### src/rtl/pmem_pkg.sv
package pmem_pkg;

    // Bank organisation
    localparam int PMEM_BANKS = 4;
    localparam int ADDR_W     = 15;
    localparam int BANK_AW    = 9;
    localparam int DATA_W     = 128;

    // Bus agent ids, bank i answers as BANK_ID_BASE + i
    localparam int ID_W = 4;
    localparam logic [ID_W-1:0] BANK_ID_BASE = 4'h8;

    // Access times in bus clock cycles
    localparam int READ_CYCLES  = 3;
    localparam int WRITE_CYCLES = 2;

    // Wide enough for the longer of the two access times
    localparam int CNT_W = $clog2(
        (READ_CYCLES > WRITE_CYCLES ? READ_CYCLES : WRITE_CYCLES) + 1);

    localparam int BANK_WORDS = 2 ** BANK_AW;

    // Request packet, driven by the bus master
    typedef struct packed {
        logic              valid;
        logic              rw;     // 1 = read
        logic [ADDR_W-1:0] addr;
        logic [DATA_W-1:0] data;
        logic [ID_W-1:0]   src;    // requester to answer
    } pmem_req_t;

    // Response packet, read results only
    typedef struct packed {
        logic              valid;
        logic [ID_W-1:0]   dest;
        logic [ID_W-1:0]   src;    // answering bank
        logic [ADDR_W-1:0] addr;
        logic [DATA_W-1:0] data;
    } pmem_resp_t;

endpackage

### src/rtl/pmem_req_deser.sv
`timescale 1ns/100ps

module pmem_req_deser (
    input  logic                bus_clk,
    input  logic                rst_n,

    input  logic                recv,
    input  pmem_pkg::pmem_req_t req_in,
    input  logic                consume,

    output pmem_pkg::pmem_req_t held,
    output logic                free
);

    pmem_pkg::pmem_req_t pkt_q;
    logic                full;
    logic                load;

    // A strobe while full is dropped here
    assign load = recv && !full;

    always_ff @(posedge bus_clk or negedge rst_n) begin
        if (!rst_n) begin
            full <= 1'b0;
        end else if (load) begin
            full <= 1'b1;
        end else if (consume) begin
            full <= 1'b0;
        end
    end

    // Packet payload
    always_ff @(posedge bus_clk) begin
        if (load) begin
            pkt_q <= req_in;
        end
    end

    always_comb begin
        held       = pkt_q;
        held.valid = full;
    end

    assign free = !full;

endmodule

### config.mk
export PLATFORM = sky130hd
export DESIGN_NAME = pmem_req_deser
export DESIGN_NICKNAME = d
export VERILOG_FILES = /design/src/rtl/pmem_pkg.sv /design/src/rtl/pmem_req_deser.sv
export SDC_FILE = /design/constraint.sdc
export NUM_CORES = 1
export LEC_CHECK = 0
export BUFFER_PORTS_ARGS = -buffer_cell sky130_fd_sc_hd__buf_2
export CAP_MARGIN = 20
export CORE_MARGIN = 8
export CORE_UTILIZATION = 35
export DETAILED_ROUTE_END_ITERATION = 6
export PLACE_DENSITY = 0.69
export SYNTH_ARGS = -nofsm -noshare
export SYNTH_HDL_FRONTEND = slang
export SYNTH_SLANG_ARGS = --single-unit
export TNS_END_PERCENT = 30
### constraint.sdc
create_clock -name bus_clk -period 5.2 [get_ports bus_clk]
set_input_delay 0.26 -clock bus_clk [delete_from_list [all_inputs] [get_ports bus_clk]]
set_output_delay 0.26 -clock bus_clk [all_outputs]
set_load 0.05 [all_outputs]
# [Yosys cells after proc, flatten, opt, wreduce, memory -nomap -nowiden]
# Index checks and enable logic that the tools add are counted.
[totals] register_bits=149 latchBits=0 ramBits=0 rom_bits=0 input_bits=153 out_inout_bits=150 word_cells=10 memories=0
[op_classes] add_sub_neg=0 n_mul=0 div_mod_pow=0 magnitude_cmp=0 eq_ne=0 shift=0 muxes=2 bitwise_logic=0 reduce_logical=3
[op_table] cell="1-bit 2-to-1 mux" n=2
[op_table] cell="2-bit nonzero test" n=1
[op_table] cell="1-bit logical AND" n=1
[op_table] cell="1-bit zero test" n=1

# [Logic depth before layout (Yosys ltp)]
[logic_depth] ltp_word=3 mapped_depth=2 mapped_depth_nobuf=2

# [Least setup slack after synthesis]
# Ideal clock, no wire load.
[synth_timing] kind="reg2reg" start="register full" end="register pkt_q (netlist bit held[0]) (enable)" setup_time_ps=540 arrival_time_ps=4184 required_ps=4660 slack_ps=476 path_stages_with_launch=2 n_path_buf=0 synth_period_minus_slack_ps=4724 path_cell_list="dfrtp_1 > nor2b_2"
[synth_between] elab_chain_cells=2
[synth_rtl] element="start: declaration" line_no="pmem_req_deser.sv:16" source="logic full;"
[synth_rtl] element="start signal: assignment" line_no="pmem_req_deser.sv:24" source="full <= 1'b0;"
[synth_rtl] element="start signal: assignment" line_no="pmem_req_deser.sv:26" source="full <= 1'b1;"
[synth_rtl] element="start signal: assignment" line_no="pmem_req_deser.sv:28" source="full <= 1'b0;"
[synth_rtl] element="1-bit zero test" line_no="pmem_req_deser.sv:20" source="assign load = recv && !full;"
[synth_rtl] element="1-bit logical AND" line_no="pmem_req_deser.sv:20"
[synth_rtl] element="net load" line_no="pmem_req_deser.sv:17" source="logic load;"
[synth_rtl] element="end signal: assignment" line_no="pmem_req_deser.sv:35" source="pkt_q <= req_in;"
[synth_rtl] element="end: declaration" line_no="pmem_req_deser.sv:15" source="pmem_pkg::pmem_req_t pkt_q;"
# The timed path passes the listed nets, and every way through them passes these cells.
# A chain may end at the register's enable or synchronous reset.

# [Worst setup path in the final report]
[layout_timing] start="register full" end="register pkt_q (netlist bit held[140]) (enable)"
# Same word-level chain as after synthesis.

==> flow_metrics.tcl <==
set metrics [dict create \
    synth_top_area_frac 0.988 \
    critical_path_required_ps 5230 \
    place_congestion 0.797 \
    synth.net_count 306 \
    die_w_microns 129 \
    vdd_ir_drop_max_v 0.000242 \
    critPathTopFamily "simple AND/OR/NAND/NOR gates" \
    critPathArrivalTime_ps 2150 \
    synth_warnings 0 \
    grt_usage 0.141 \
    final_common_cell "buf_2" \
    synth_area_sq_um 4500 \
    grt_first_pass_wirelength_microns 17000 \
    cp_num_buf_inv 1 \
    cts_root_buf "clkbuf_16" \
    grt_pass1_vias 3106 \
    clk_latency_ps 410 \
    numPortBuffers 301 \
    wl_microns 12100 \
    finClkSkew_ps 10.3 \
    hold_viol 0 \
    cts_tree "built" \
    rsz0062_at_grt "false" \
    final_util 0.553 \
    grt-ovfl-total 0 \
    synth_area_per_cell_sq_um 29.4 \
    powerDensity_nw_per_um2 437 \
    dieArea_sq_um 16700 \
    drtPass1Iterations 5 \
    report.final.setup_viol 0 \
    fin_crit_sh 0.408 \
    num_antenna_cells 0 \
    fmaxAchievable_mhz 472 \
    nets 645 \
    pin_count 303 \
    cts_max_level 4 \
    synthDistinctLibCells 6 \
    cp_slowest_cell "nor2b_4" \
    num_vias 2823 \
    drive_above_1_share 0.650 \
    core_sq_um 12600 \
    dieHeight_microns 129 \
    placementRows 41 \
    synth-seq-cells 149 \
    cts_buffer_depth 2 \
    clkTransAtPathRegs_ps 60 \
    drt-initial-drc-count 105 \
    critical_path_class "reg2reg" \
    syn2layout_area_growth_pct 54.6 \
    synthTopCellsByArea "edfxtp_1 (99%), dfrtp_1 (0.56%), nor2b_2 (0.19%), buf_4 (0.17%), o21bai_1 (0.17%)" \
    ant_nets 0 \
    viasPerCell 4.18 \
    timing.slew.headroom 0.470 \
    syn_inst 153 \
    cts.sinks 149 \
    hold_class "in2reg" \
    cellLeakagePower_nw 2.96 \
    route.detailed.drc 0 \
    grt_max_degree 72 \
    status "finished clean" \
    tightest_slew_ps 793 \
    antenna_found_initial 1 \
    slowest_delay_ps 650 \
    fin_setup_tns_ps 0 \
    start_kind "flip-flop" \
    fin_crit_ps 2120 \
    seq_area_frac_synth 0.994 \
    critPathCaptureType "flip-flop" \
    start_util 0.358 \
    drv_cap 0 \
    worstPathCellList "nor2b_4, buf_4" \
    yosysTopAreaCell "edfxtp_1" \
    wire_per_inst_microns 17.9 \
    power_mw 3.04 \
    final_cell_mix "buf_2 (301), edfxtp_1 (148), dlygate4sd3_1 (18)" \
    maxSlewViolCount 0 \
    crit_fanout 51 \
    numCtsBuffers 17 \
]
-- cell type report --
| class | count | area [sq um] |
|---|---|---|
| clock buffer | 23 | 448 |
| clock inverter | 7 | 82.6 |
| tap | 172 | 215 |
| sequential | 149 | 4470 |
| multi-input combinational | 2 | 21.3 |
| timing repair buffer | 321 | 1710 |
| fill | 1019 | 5610 |
| inverter | 1 | 3.75 |
-- final timing paths --
path                                  start                   to  slack [ps]  cells past startpoint
min in group asynchronous             rst_n     full$_DFFE_PN0P_         170                      2
max in group asynchronous             rst_n     full$_DFFE_PN0P_        4940                      2
min reg2reg                full$_DFFE_PN0P_     full$_DFFE_PN0P_         620                      2
max reg2reg                full$_DFFE_PN0P_  held[140]$_DFFE_PP_        3080                      2
min                              req_in[51]   held[51]$_DFFE_PP_          20                      1
max                        full$_DFFE_PN0P_  held[140]$_DFFE_PP_        3080                      2
-- sequential cells by signal, summed over array words and instances (netlist names) --
register,cells
full,1
held,148
-- power by group --
part	leakage [nW]	switching, mW	internal (mW)
logic	1.29	0.380	0.106
registers	1.41	0.0202	1.43
clock network	0.260	0.412	0.694
-- per-stage QoR --
stage / hold WS [ps] / instances / cell area [sq um] / setup WS [ps]
2_1_floorplan: -35.6 / 153 / 4500 / 476
3_3_place_gp: 35.6 / 627 / 6240 / 3130
3_5_place_dp: 39.6 / 627 / 6240 / 3050
4_1_cts: 0.156 / 675 / 6950 / 3040
5_1_grt: 0.472 / 675 / 6950 / 2930
6_report: 18.7 / 675 / 6950 / 3080
-- Yosys cell counts (all sizes together) --
master / instances
edfxtp: 148
buf: 1
dfrtp: 1
inv: 1
nor2b: 1
o21bai: 1
-- timing repair --
action / CTS / global route
buffers inserted: 0 / 0
setup endpoints to repair: 0 / 0
endpoints found under the hold margin: 18 / 0
hold buffers: 18 / 0
resized for setup: 0 / 0
-- kinds of logic (layout without fill, tap and decap cells) --
| family | count (synthesis) | count (layout) | synth area share |
|---|---|---|---|
| flip-flops | 149 | 149 | 0.994 |
| buffers and inverters | 2 | 352 | 0.00250 |
| AND/OR/NAND/NOR | 1 | 1 | 0.00195 |
| AO/OA/AOI/OAI | 1 | 1 | 0.00167 |
-- layer usage --
metal / vias up / part of all wire / track usage
met5: - / 0.0011 / 0
met4: 2 / 0.020 / 0.0781
met3: 17 / 0.13 / 0.0735
met2: 182 / 0.51 / 0.242
met1: 1321 / 0.34 / 0.133
li1: 1301 / - / -
Power figures use the tool's default switching activity.
