===== src/rtl/pmem_pkg.sv =====
package pmem_pkg;

    // Bank organisation
    localparam int PMEM_BANKS = 4;
    localparam int ADDR_W     = 15;
    localparam int BANK_AW    = 9;
    localparam int DATA_W     = 128;

    // Bus agent ids, bank i answers as BANK_ID_BASE + i
    localparam int ID_W = 4;
    localparam logic [ID_W-1:0] BANK_ID_BASE = 4'h8;

    // Access times in bus clock cycles
    localparam int READ_CYCLES  = 3;
    localparam int WRITE_CYCLES = 2;

    // Wide enough for the longer of the two access times
    localparam int CNT_W = $clog2(
        (READ_CYCLES > WRITE_CYCLES ? READ_CYCLES : WRITE_CYCLES) + 1);

    localparam int BANK_WORDS = 2 ** BANK_AW;

    // Request packet, driven by the bus master
    typedef struct packed {
        logic              valid;
        logic              rw;     // 1 = read
        logic [ADDR_W-1:0] addr;
        logic [DATA_W-1:0] data;
        logic [ID_W-1:0]   src;    // requester to answer
    } pmem_req_t;

    // Response packet, read results only
    typedef struct packed {
        logic              valid;
        logic [ID_W-1:0]   dest;
        logic [ID_W-1:0]   src;    // answering bank
        logic [ADDR_W-1:0] addr;
        logic [DATA_W-1:0] data;
    } pmem_resp_t;

endpackage


===== src/rtl/pmem_resp_bus.sv =====
`timescale 1ns/100ps

module pmem_resp_bus (
    input  logic                 bus_clk,
    input  logic                 rst_n,

    input  pmem_pkg::pmem_resp_t offers [pmem_pkg::PMEM_BANKS],

    output pmem_pkg::pmem_resp_t resp_out
);

    pmem_pkg::pmem_resp_t sel;
    pmem_pkg::pmem_resp_t resp_q;
    logic                 valid_q;

    // At most one bank is granted, so at most one offer is valid
    always_comb begin
        sel = '0;
        for (int i = 0; i < pmem_pkg::PMEM_BANKS; i++) begin
            if (offers[i].valid) begin
                sel     = offers[i];
                sel.src = pmem_pkg::BANK_ID_BASE + pmem_pkg::ID_W'(i);
            end
        end
    end

    always_ff @(posedge bus_clk or negedge rst_n) begin
        if (!rst_n) begin
            valid_q <= 1'b0;
        end else begin
            valid_q <= sel.valid;
        end
    end

    always_ff @(posedge bus_clk) begin
        if (sel.valid) begin
            resp_q <= sel;
        end
    end

    always_comb begin
        resp_out       = resp_q;
        resp_out.valid = valid_q;
    end

endmodule


===== config.mk =====
export PLATFORM = sky130hd
export DESIGN_NAME = pmem_resp_bus
export DESIGN_NICKNAME = d
export VERILOG_FILES = /design/src/rtl/pmem_pkg.sv /design/src/rtl/pmem_resp_bus.sv
export SDC_FILE = /design/constraint.sdc
export NUM_CORES = 1
export LEC_CHECK = 0
export BUFFER_PORTS_ARGS = -buffer_cell sky130_fd_sc_hd__buf_2
export CAP_MARGIN = 5
export CORE_AREA = 3 3 294 296
export DETAILED_ROUTE_END_ITERATION = 16
export DIE_AREA = 0 0 297 299
export PLACE_DENSITY = 0.4
export SYNTH_ARGS = -nofsm -noshare
export SYNTH_HDL_FRONTEND = slang
export SYNTH_SLANG_ARGS = --single-unit

===== constraint.sdc =====
create_clock -name bus_clk -period 0.8 [get_ports bus_clk]
set_clock_uncertainty 0.05 [all_clocks]
set_input_delay 0.08 -clock bus_clk [delete_from_list [all_inputs] [get_ports bus_clk]]
set_output_delay 0.08 -clock bus_clk [all_outputs]
set_load 0.01 [all_outputs]

* Word level (Yosys, flattened, before mapping)
Index checks and enable logic that the tools add are counted.
W data, S select, Z words.
** Word-level totals
- Bits in registers :: 152
- Bits of input ports :: 610
- Output and inout bits :: 152
- Logic and storage cells :: 13
** Cells by class
- Mux-type cells :: 4
- Reductions and logical operators :: 2
** Operators with widths (number)
- $mux W152 :: 4
- $reduce_or A3 Y1 :: 1
- $reduce_or A2 Y1 :: 1

* Logic depth before layout (Yosys ltp)
Gate-level depths: netlist (run 1).
- Depth in word-level cells :: 4
- Depth in mapped cells :: 6

* Least setup slack after synthesis (run 1)
OpenSTA, ideal clock, no wires.
- Path type :: input-to-reg
- From :: input port offers[455] in the netlist's numbering
- To :: register resp_q, in the netlist resp_out[0], enable pin
- Library setup time :: 0.518 ns
- Arrival time :: 3.773 ns
- Data required time :: 0.232 ns
- Setup slack :: -3.541 ns
- Stages on the path :: 3
- Path buffers :: 2
- Cell sequence :: buf_2 > clkbuf_1 > or3_1
** On the way
- Cells in the longest elaborated chain, start to end :: 3
** Ends and longest elaborated chain
- start, declared :: line pmem_resp_bus.sv:7 : input pmem_pkg::pmem_resp_t offers [pmem_pkg::PMEM_BANKS],
- $mux W152 (3 in a row) :: line pmem_resp_bus.sv:20 : if (offers[i].valid) begin
- end signal, assigned :: line pmem_resp_bus.sv:37 : resp_q <= sel;
- end, declared :: line pmem_resp_bus.sv:13 : pmem_pkg::pmem_resp_t resp_q;
No other way between the ends.
A chain may end at the register's enable or synchronous reset.

* Worst setup path in the final report (run 1)
- From :: register resp_q, in the netlist resp_out[2]
- To :: output port resp_out[2] in the netlist's numbering
** RTL lines
- end, declared :: line pmem_resp_bus.sv:9 : output pmem_pkg::pmem_resp_t resp_out
No word-level cell between the ends.

==> impl_metrics.json, run 1 <==
{
  "via_count_of_the_first_global_routing_pass": 11900,
  "worst-path-max-fanout": 1,
  "yosys.area_share.xor_xnor_pct": 0,
  "core.rowCount": 106,
  "synth_mux_area_share_pct": 0,
  "cts.sink_count": 151,
  "ys_warn_count": 0,
  "series_of_cell_instances_along_the_critical_path": "buf_2",
  "proportion_of_layout_cells_with_a_drive_suffix_above_1_pct": 71.5,
  "totalPowerFinal_mw": 27.4,
  "num-nets-final": 2295,
  "cp_top_family": "flip-flops",
  "final_util_pct": 23.9,
  "drt_pre_antenna_iters": 5,
  "routed-via-count": 11000,
  "max-cap-violations": 0,
  "wire_per_inst_um": 22.2,
  "die-width_um": 297,
  "timing_worst_setup_path_type": "reg -> out",
  "grt_util_all_layers_pct": 13.2,
  "grt_max_degree": 41,
  "critical_path_required_ns": 0.67,
  "path_buf_inv": 1,
  "chip_height_um": 299,
  "worst-endpoint-arrival_ns": 1.19,
  "hold_slack_ns": -0.128,
  "power.density_cell_area_nw_per_um2": 1370,
  "numCtsBuffers": 17,
  "syn_area_per_cell_um2": 12.4,
  "crit_path_max_incr_delay_ns": 0.52,
  "share_seq_of_total_power_pct": 36.6,
  "worst_setup_hold_path_clk_slew_ns": 0.08,
  "grt-ovfl-total": 0,
  "result_of_the_run": "finished with violations",
  "antenna_found_initial": 3,
  "synth-adder-area-share_pct": 0,
  "min_path_type": "in -> reg",
  "synthCells": 686,
  "post-route-period-util_pct": 166,
  "detailedRoute.firstIterationViolations": 652,
  "routabilityCongestion": 0.990,
  "grt_first_pass_wirelength_mm": 84.1,
  "power_switching_mw": 8.66,
  "num_io_pins": 762,
  "rsz0062_at_grt": "yes",
  "dp_hpwl_mm": 38.3,
  "irDropWorstVdd_mv": 1.50,
  "internal_power_mw": 18.8,
  "max_clock_freq_mhz": 755,
  "dpl_worst_slack_ns": -0.870,
  "synth.yosys.seq_area_share_pct": 53.4,
  "netSwitchingFraction_pct": 31.6,
  "p_leak_nw": 8.36,
  "synth_compound_gate_area_share_pct": 33.4,
  "core_region_area_um2": 83800,
  "synthSimpleGateAreaFrac_pct": 7.05,
  "remaining_drc_errors": 0,
  "tmin_final_ns": 1.32,
  "worst_setup_path_end_kind": "output pin",
  "syn2layout_area_growth_pct": 136,
  "antenna_violating_nets_post_route": 0,
  "setup_viol": 450,
  "timing.critical_path.slowest_stage_cell": "edfxtp_1",
  "fp.dieArea_um2": 88800,
  "proportion_of_power_drawn_by_the_clock_network_pct": 29.8,
  "worstSetupStartpointType": "register",
  "post_synth_num_cell_types": 21,
  "timing_hold_violations_final": 143,
  "tritoncts": "yes",
  "synth-seq-cells": 151,
  "ctsRootBufferMaster": "clkbuf_16",
  "mappedNetlistNets": 1296,
  "post-route-worst-setup-slack_ns": -0.525,
  "routed_wl_mm": 63.0,
  "start_util_pct": 10.1,
  "syn_area_um2": 8480,
  "slew_violations": 0,
  "ctsHtreeMaxLevel": 4,
  "combPwrFrac_pct": 33.6,
  "numPortBuffers": 744,
  "failed_checks": "hold timing, setup timing",
  "clockBufferDepth": 2,
  "avgViaCountPerCell": 3.88,
  "synth_top_family_by_area": "compound AO/OA/AOI/OAI gates"
}
## cells by family (layout without fill, tap and decap cells)
logic type             Yosys count  after routing
buffers and inverters           86           1098
AND/OR/NAND/NOR                154            154
other                            1              3
flip-flops                     151            151
AO/OA/AOI/OAI                  294            294
## synthesized netlist by cell type
cell	number	area, um2
nor3b_1	1	7.51
buf_4	15	113
edfxtp_1	150	4500
buf_2	34	170
dfrtp_1	1	25.0
conb_1	1	3.75
a221oi_1	47	412
buf_1	2	7.51
buf_8	1	15.0
nor3_1	1	5.00
buf_6	11	124
or2_1	1	6.26
o22ai_1	146	913
nor2_1	147	552
nor2b_2	1	8.76
clkbuf_1	21	78.8
o21ai_0	1	5.00
a221oi_2	100	1500
or3_1	2	12.5
nand2b_1	1	6.26
inv_1	2	7.51
## placed cells by master, fill, tap and decap left out, drive strengths merged, types with 2 or more instances in the layout
cell type    synthesis  routed
edfxtp             150     150
o22ai              146     146
clkbuf              21      25
clkinv               0       6
or3                  2       2
a221oi             147     147
buf                 63     904
dlygate4sd3          0     155
nor2               147     147
clkinvlp             0       2
diode                0       2
inv                  2       4
## power groups by stage
| stage | clock network [mW] | registers (mW) | logic (mW) |
|---|---|---|---|
| after global placement | 0 | 10.2 | 6.07 |
| after floorplan | 0 | 10.7 | 1.85 |
| after detailed placement | 0 | 10.2 | 6.07 |
| after global routing | 8.88 | 10.1 | 9.76 |
| after CTS | 8.69 | 10.1 | 8.56 |
| final | 8.18 | 10.0 | 9.21 |
## through the flow
step                instances  TNS (ns)  hold WS [ns]  cell area [um2]
finish                   2834   -131.52        -0.128            20000
detailed placement       2561   -198.67        -0.166            14000
floorplan                 686   -236.44        -0.266             8600
global route             2833   -136.23        -0.160            20000
CTS                      2796   -130.40        -0.184            18900
global placement         2561   -196.04        -0.161            14000
## layout make-up
type | count | area [um2]
clock inverter | 11 | 100
tap | 1134 | 1420
inverter | 2 | 20.0
sequential | 151 | 4530
fill | 8925 | 63800
antenna | 2 | 5.00
multi-input combinational | 449 | 5080
clock buffer | 21 | 450
timing repair buffer | 1064 | 8400
## worst min-delay path, cell delays in order
cell	delay (ns)
buf_2	0.08
a221oi_2	0.05
nor2_1	0.07
## registers in the layout, summed over array words and instances, names as in the netlist
name      flops
resp_out    150
valid_q       1
## worst paths after layout
path | start | end | slack, ns | depth (start not counted)
setup / recovery | resp_out[2]$_DFFE_PP_ | resp_out[2] | -0.52 | 1
max in group asynchronous | rst_n | valid_q$_DFF_PN0_ | 0.13 | 3
min in group asynchronous | rst_n | valid_q$_DFF_PN0_ | 0.44 | 3
hold / removal | offers[385] | resp_out[81]$_DFFE_PP_ | -0.13 | 3
## per-layer routing
| metal | vias up | routed length (um) | GRT usage (%) |
|---|---|---|---|
| met5 | - | 13 | 0 |
| met4 | 2 | 2590 | 5.76 |
| met3 | 106 | 4890 | 4.13 |
| met2 | 601 | 32800 | 24.2 |
| met1 | 5369 | 22700 | 13.9 |
| li1 | 4931 | - | - |
## what timing repair did
action,in CTS,in global routing
endpoints found under the setup margin,443,451
hold endpoints to repair,150,145
hold buffers,121,34
buffers inserted,38,13
pin swaps,172,61
cloned,45,5
gates resized for setup,302,130
Power figures use the tool's default switching activity.
==> run 2, diff against run 1 <==
ABC_AREA = 1   (was unset)
PLACE_DENSITY = 0.42   (was 0.4)
==> impl_metrics.json, run 2 <==
{
  "synth_top_cell_area_share_pct": 44.6,
  "timing_hold_violations_final": 63,
  "proportion_of_layout_cells_with_a_drive_suffix_above_1_pct": 40.8,
  "worstSetupStartpointType": "register",
  "register_cell_area_after_layout_um2": 4530,
  "final.fill_count": 9361,
  "detailedRoute.firstIterationViolations": 771,
  "slew_violations": 0,
  "power_switching_mw": 8.61,
  "worst_setup_path_end_kind": "output pin",
  "drt_pre_antenna_iters": 7,
  "max_clock_freq_mhz": 765,
  "internal_power_mw": 19.6,
  "tmin_final_ns": 1.31,
  "clockBufferDepth": 2,
  "postCtsSetupRepairBufs": 0,
  "result_of_the_run": "finished with violations",
  "remaining_drc_errors": 0,
  "power.density_cell_area_nw_per_um2": 1360,
  "synth_top_cells_by_count": "nand2_1 (589), nor2_1 (295), edfxtp_1 (150)",
  "critical_path_required_ns": 0.67,
  "rsz0062_at_grt": "yes",
  "grt_util_all_layers_pct": 13.5,
  "netSwitchingFraction_pct": 30.5,
  "p_leak_nw": 10.0,
  "grt_first_pass_wirelength_mm": 90.4,
  "antenna_violating_nets_post_route": 0,
  "start_util_pct": 12.0,
  "largest_reg_flops": 150,
  "tritoncts": "yes",
  "numPortBuffers": 744,
  "final_util_pct": 24.8,
  "num_io_pins": 762,
  "yosys.area.top_type": "edfxtp_1",
  "routed-via-count": 14000,
  "worst-path-max-fanout": 1,
  "failed_checks": "hold timing, setup timing",
  "most-common-layout-cells": "buf_2 (617), nand2_1 (587), dlygate4sd3_1 (302)",
  "grt-ovfl-total": 0,
  "ctsRootBufferMaster": "clkbuf_16",
  "grt_max_degree": 60,
  "layout.cells.non_filler": 3668,
  "routed_wl_mm": 63.6,
  "post_synth_num_cell_types": 17,
  "syn_area_per_cell_um2": 6.94,
  "dpl_worst_slack_ns": -0.495,
  "hold_slack_ns": -0.0574,
  "ys_warn_count": 0,
  "worst-endpoint-arrival_ns": 1.18,
  "yosysMostFrequentCell": "nand2_1",
  "worstHoldStart": "offers[392]",
  "combPwrFrac_pct": 31.4,
  "mappedNetlistNets": 2063,
  "share_seq_of_total_power_pct": 35.4,
  "syn_area_um2": 10100,
  "synth_edf_count": 150,
  "cts-hold-fix-buffers": 339,
  "chip_height_um": 299,
  "cts.sink_count": 151,
  "min_path_type": "in -> reg",
  "postSynth.topFlopCell": "edfxtp_1",
  "fp.dieArea_um2": 88800,
  "dp_hpwl_mm": 49.1,
  "irDropWorstVdd_mv": 1.52,
  "post-route-period-util_pct": 163,
  "ctsHtreeMaxLevel": 4,
  "setup_viol": 177,
  "die-width_um": 297,
  "totalPowerFinal_mw": 28.2,
  "post-route-worst-setup-slack_ns": -0.508,
  "core_region_area_um2": 83800,
  "placedCellCount": 3389,
  "timing_worst_setup_path_type": "reg -> out",
  "antenna_found_initial": 7,
  "max-cap-violations": 0,
  "mostFrequentLayoutCell": "buf_2",
  "numCtsBuffers": 17,
  "synth_area_leaders": "edfxtp_1 (45%), nand2_1 (22%), nor2_1 (11%)",
  "wire_per_inst_um": 17.3,
  "syn2layout_area_growth_pct": 106,
  "avgViaCountPerCell": 3.81,
  "via_count_of_the_first_global_routing_pass": 15000,
  "setup.worst_path.start": "resp_out[28]$_DFFE_PP_",
  "routabilityCongestion": 0.909,
  "synth.yosys.seq_area_share_pct": 44.9,
  "postSynth.asyncResetShare_pct": 0.662,
  "core.rowCount": 106,
  "synth-seq-cells": 151,
  "num-nets-final": 3125,
  "proportion_of_power_drawn_by_the_clock_network_pct": 33.2,
  "combined_area_of_the_multi_input_logic_cells_um2": 5470,
  "synthCells": 1453,
  "worst_setup_hold_path_clk_slew_ns": 0.07
}
==> run 2: critical path: stages (launching register included) <==
cell and delay [ns]:
edfxtp_1 0.43, buf_12 0.17, buf_6 0.11
==> run 2: path summary, 6_finish.rpt <==
kind | endpoint | cells after the start
worst max-delay path | resp_out[28] | 2
worst min-delay path | resp_out[88]$_DFFE_PP_ | 5
max in group asynchronous | valid_q$_DFF_PN0_ | 3
min in group asynchronous | valid_q$_DFF_PN0_ | 3
==> run 2: cell type report <==
class | count | area share, %
diodes | 7 | 0.0843
flip-flops and latches | 151 | 21.8
well taps | 1134 | 6.83
repair buffers | 1160 | 41.7
clock inverters | 12 | 0.970
inverters | 3 | 0.169
clock buffers | 19 | 2.08
multi-input cells | 1182 | 26.4
==> run 2: repair_timing <==
item,CTS,global route
gates cloned,0,5
gates resized for setup,30,117
pin swaps,0,127
hold endpoints to repair,149,70
endpoints found under the setup margin,151,246
==> run 2: power by group through the flow <==
stage	Clock [mW]	Sequential (mW)	Combinational, mW
after global routing	10.1	10.1	9.65
final	9.38	9.98	8.85
after floorplan	0	10.6	2.84
after CTS	9.85	9.99	8.80
after global placement	0	10.1	7.38
after detailed placement	0	10.1	7.33
==> run 2: kinds of logic (layout without fill, tap and decap cells) <==
logic type | after synthesis | in the layout | share of synthesized area [%]
AO/OA/AOI/OAI | 148 | 148 | 7.34
buffers and inverters | 120 | 1194 | 7.45
flip-flops | 151 | 151 | 44.9
other | 1 | 8 | 0.0372
AND/OR/NAND/NOR | 1033 | 1033 | 40.3
==> run 2: per-stage QoR <==
step / instance area, um2 / TNS [ns]
2_1_floorplan: 10900 / -262.04
3_3_place_gp: 16600 / -128.00
3_5_place_dp: 16600 / -126.43
4_1_cts: 20800 / -57.22
5_1_grt: 20800 / -58.31
6_report: 20800 / -48.10
==> run 2: per-layer routing <==
metal,global-route usage (%),wire [um]
met1,14.8,24800
met2,23.3,31100
met3,3.88,4560
met4,7.56,3110
met5,0,0
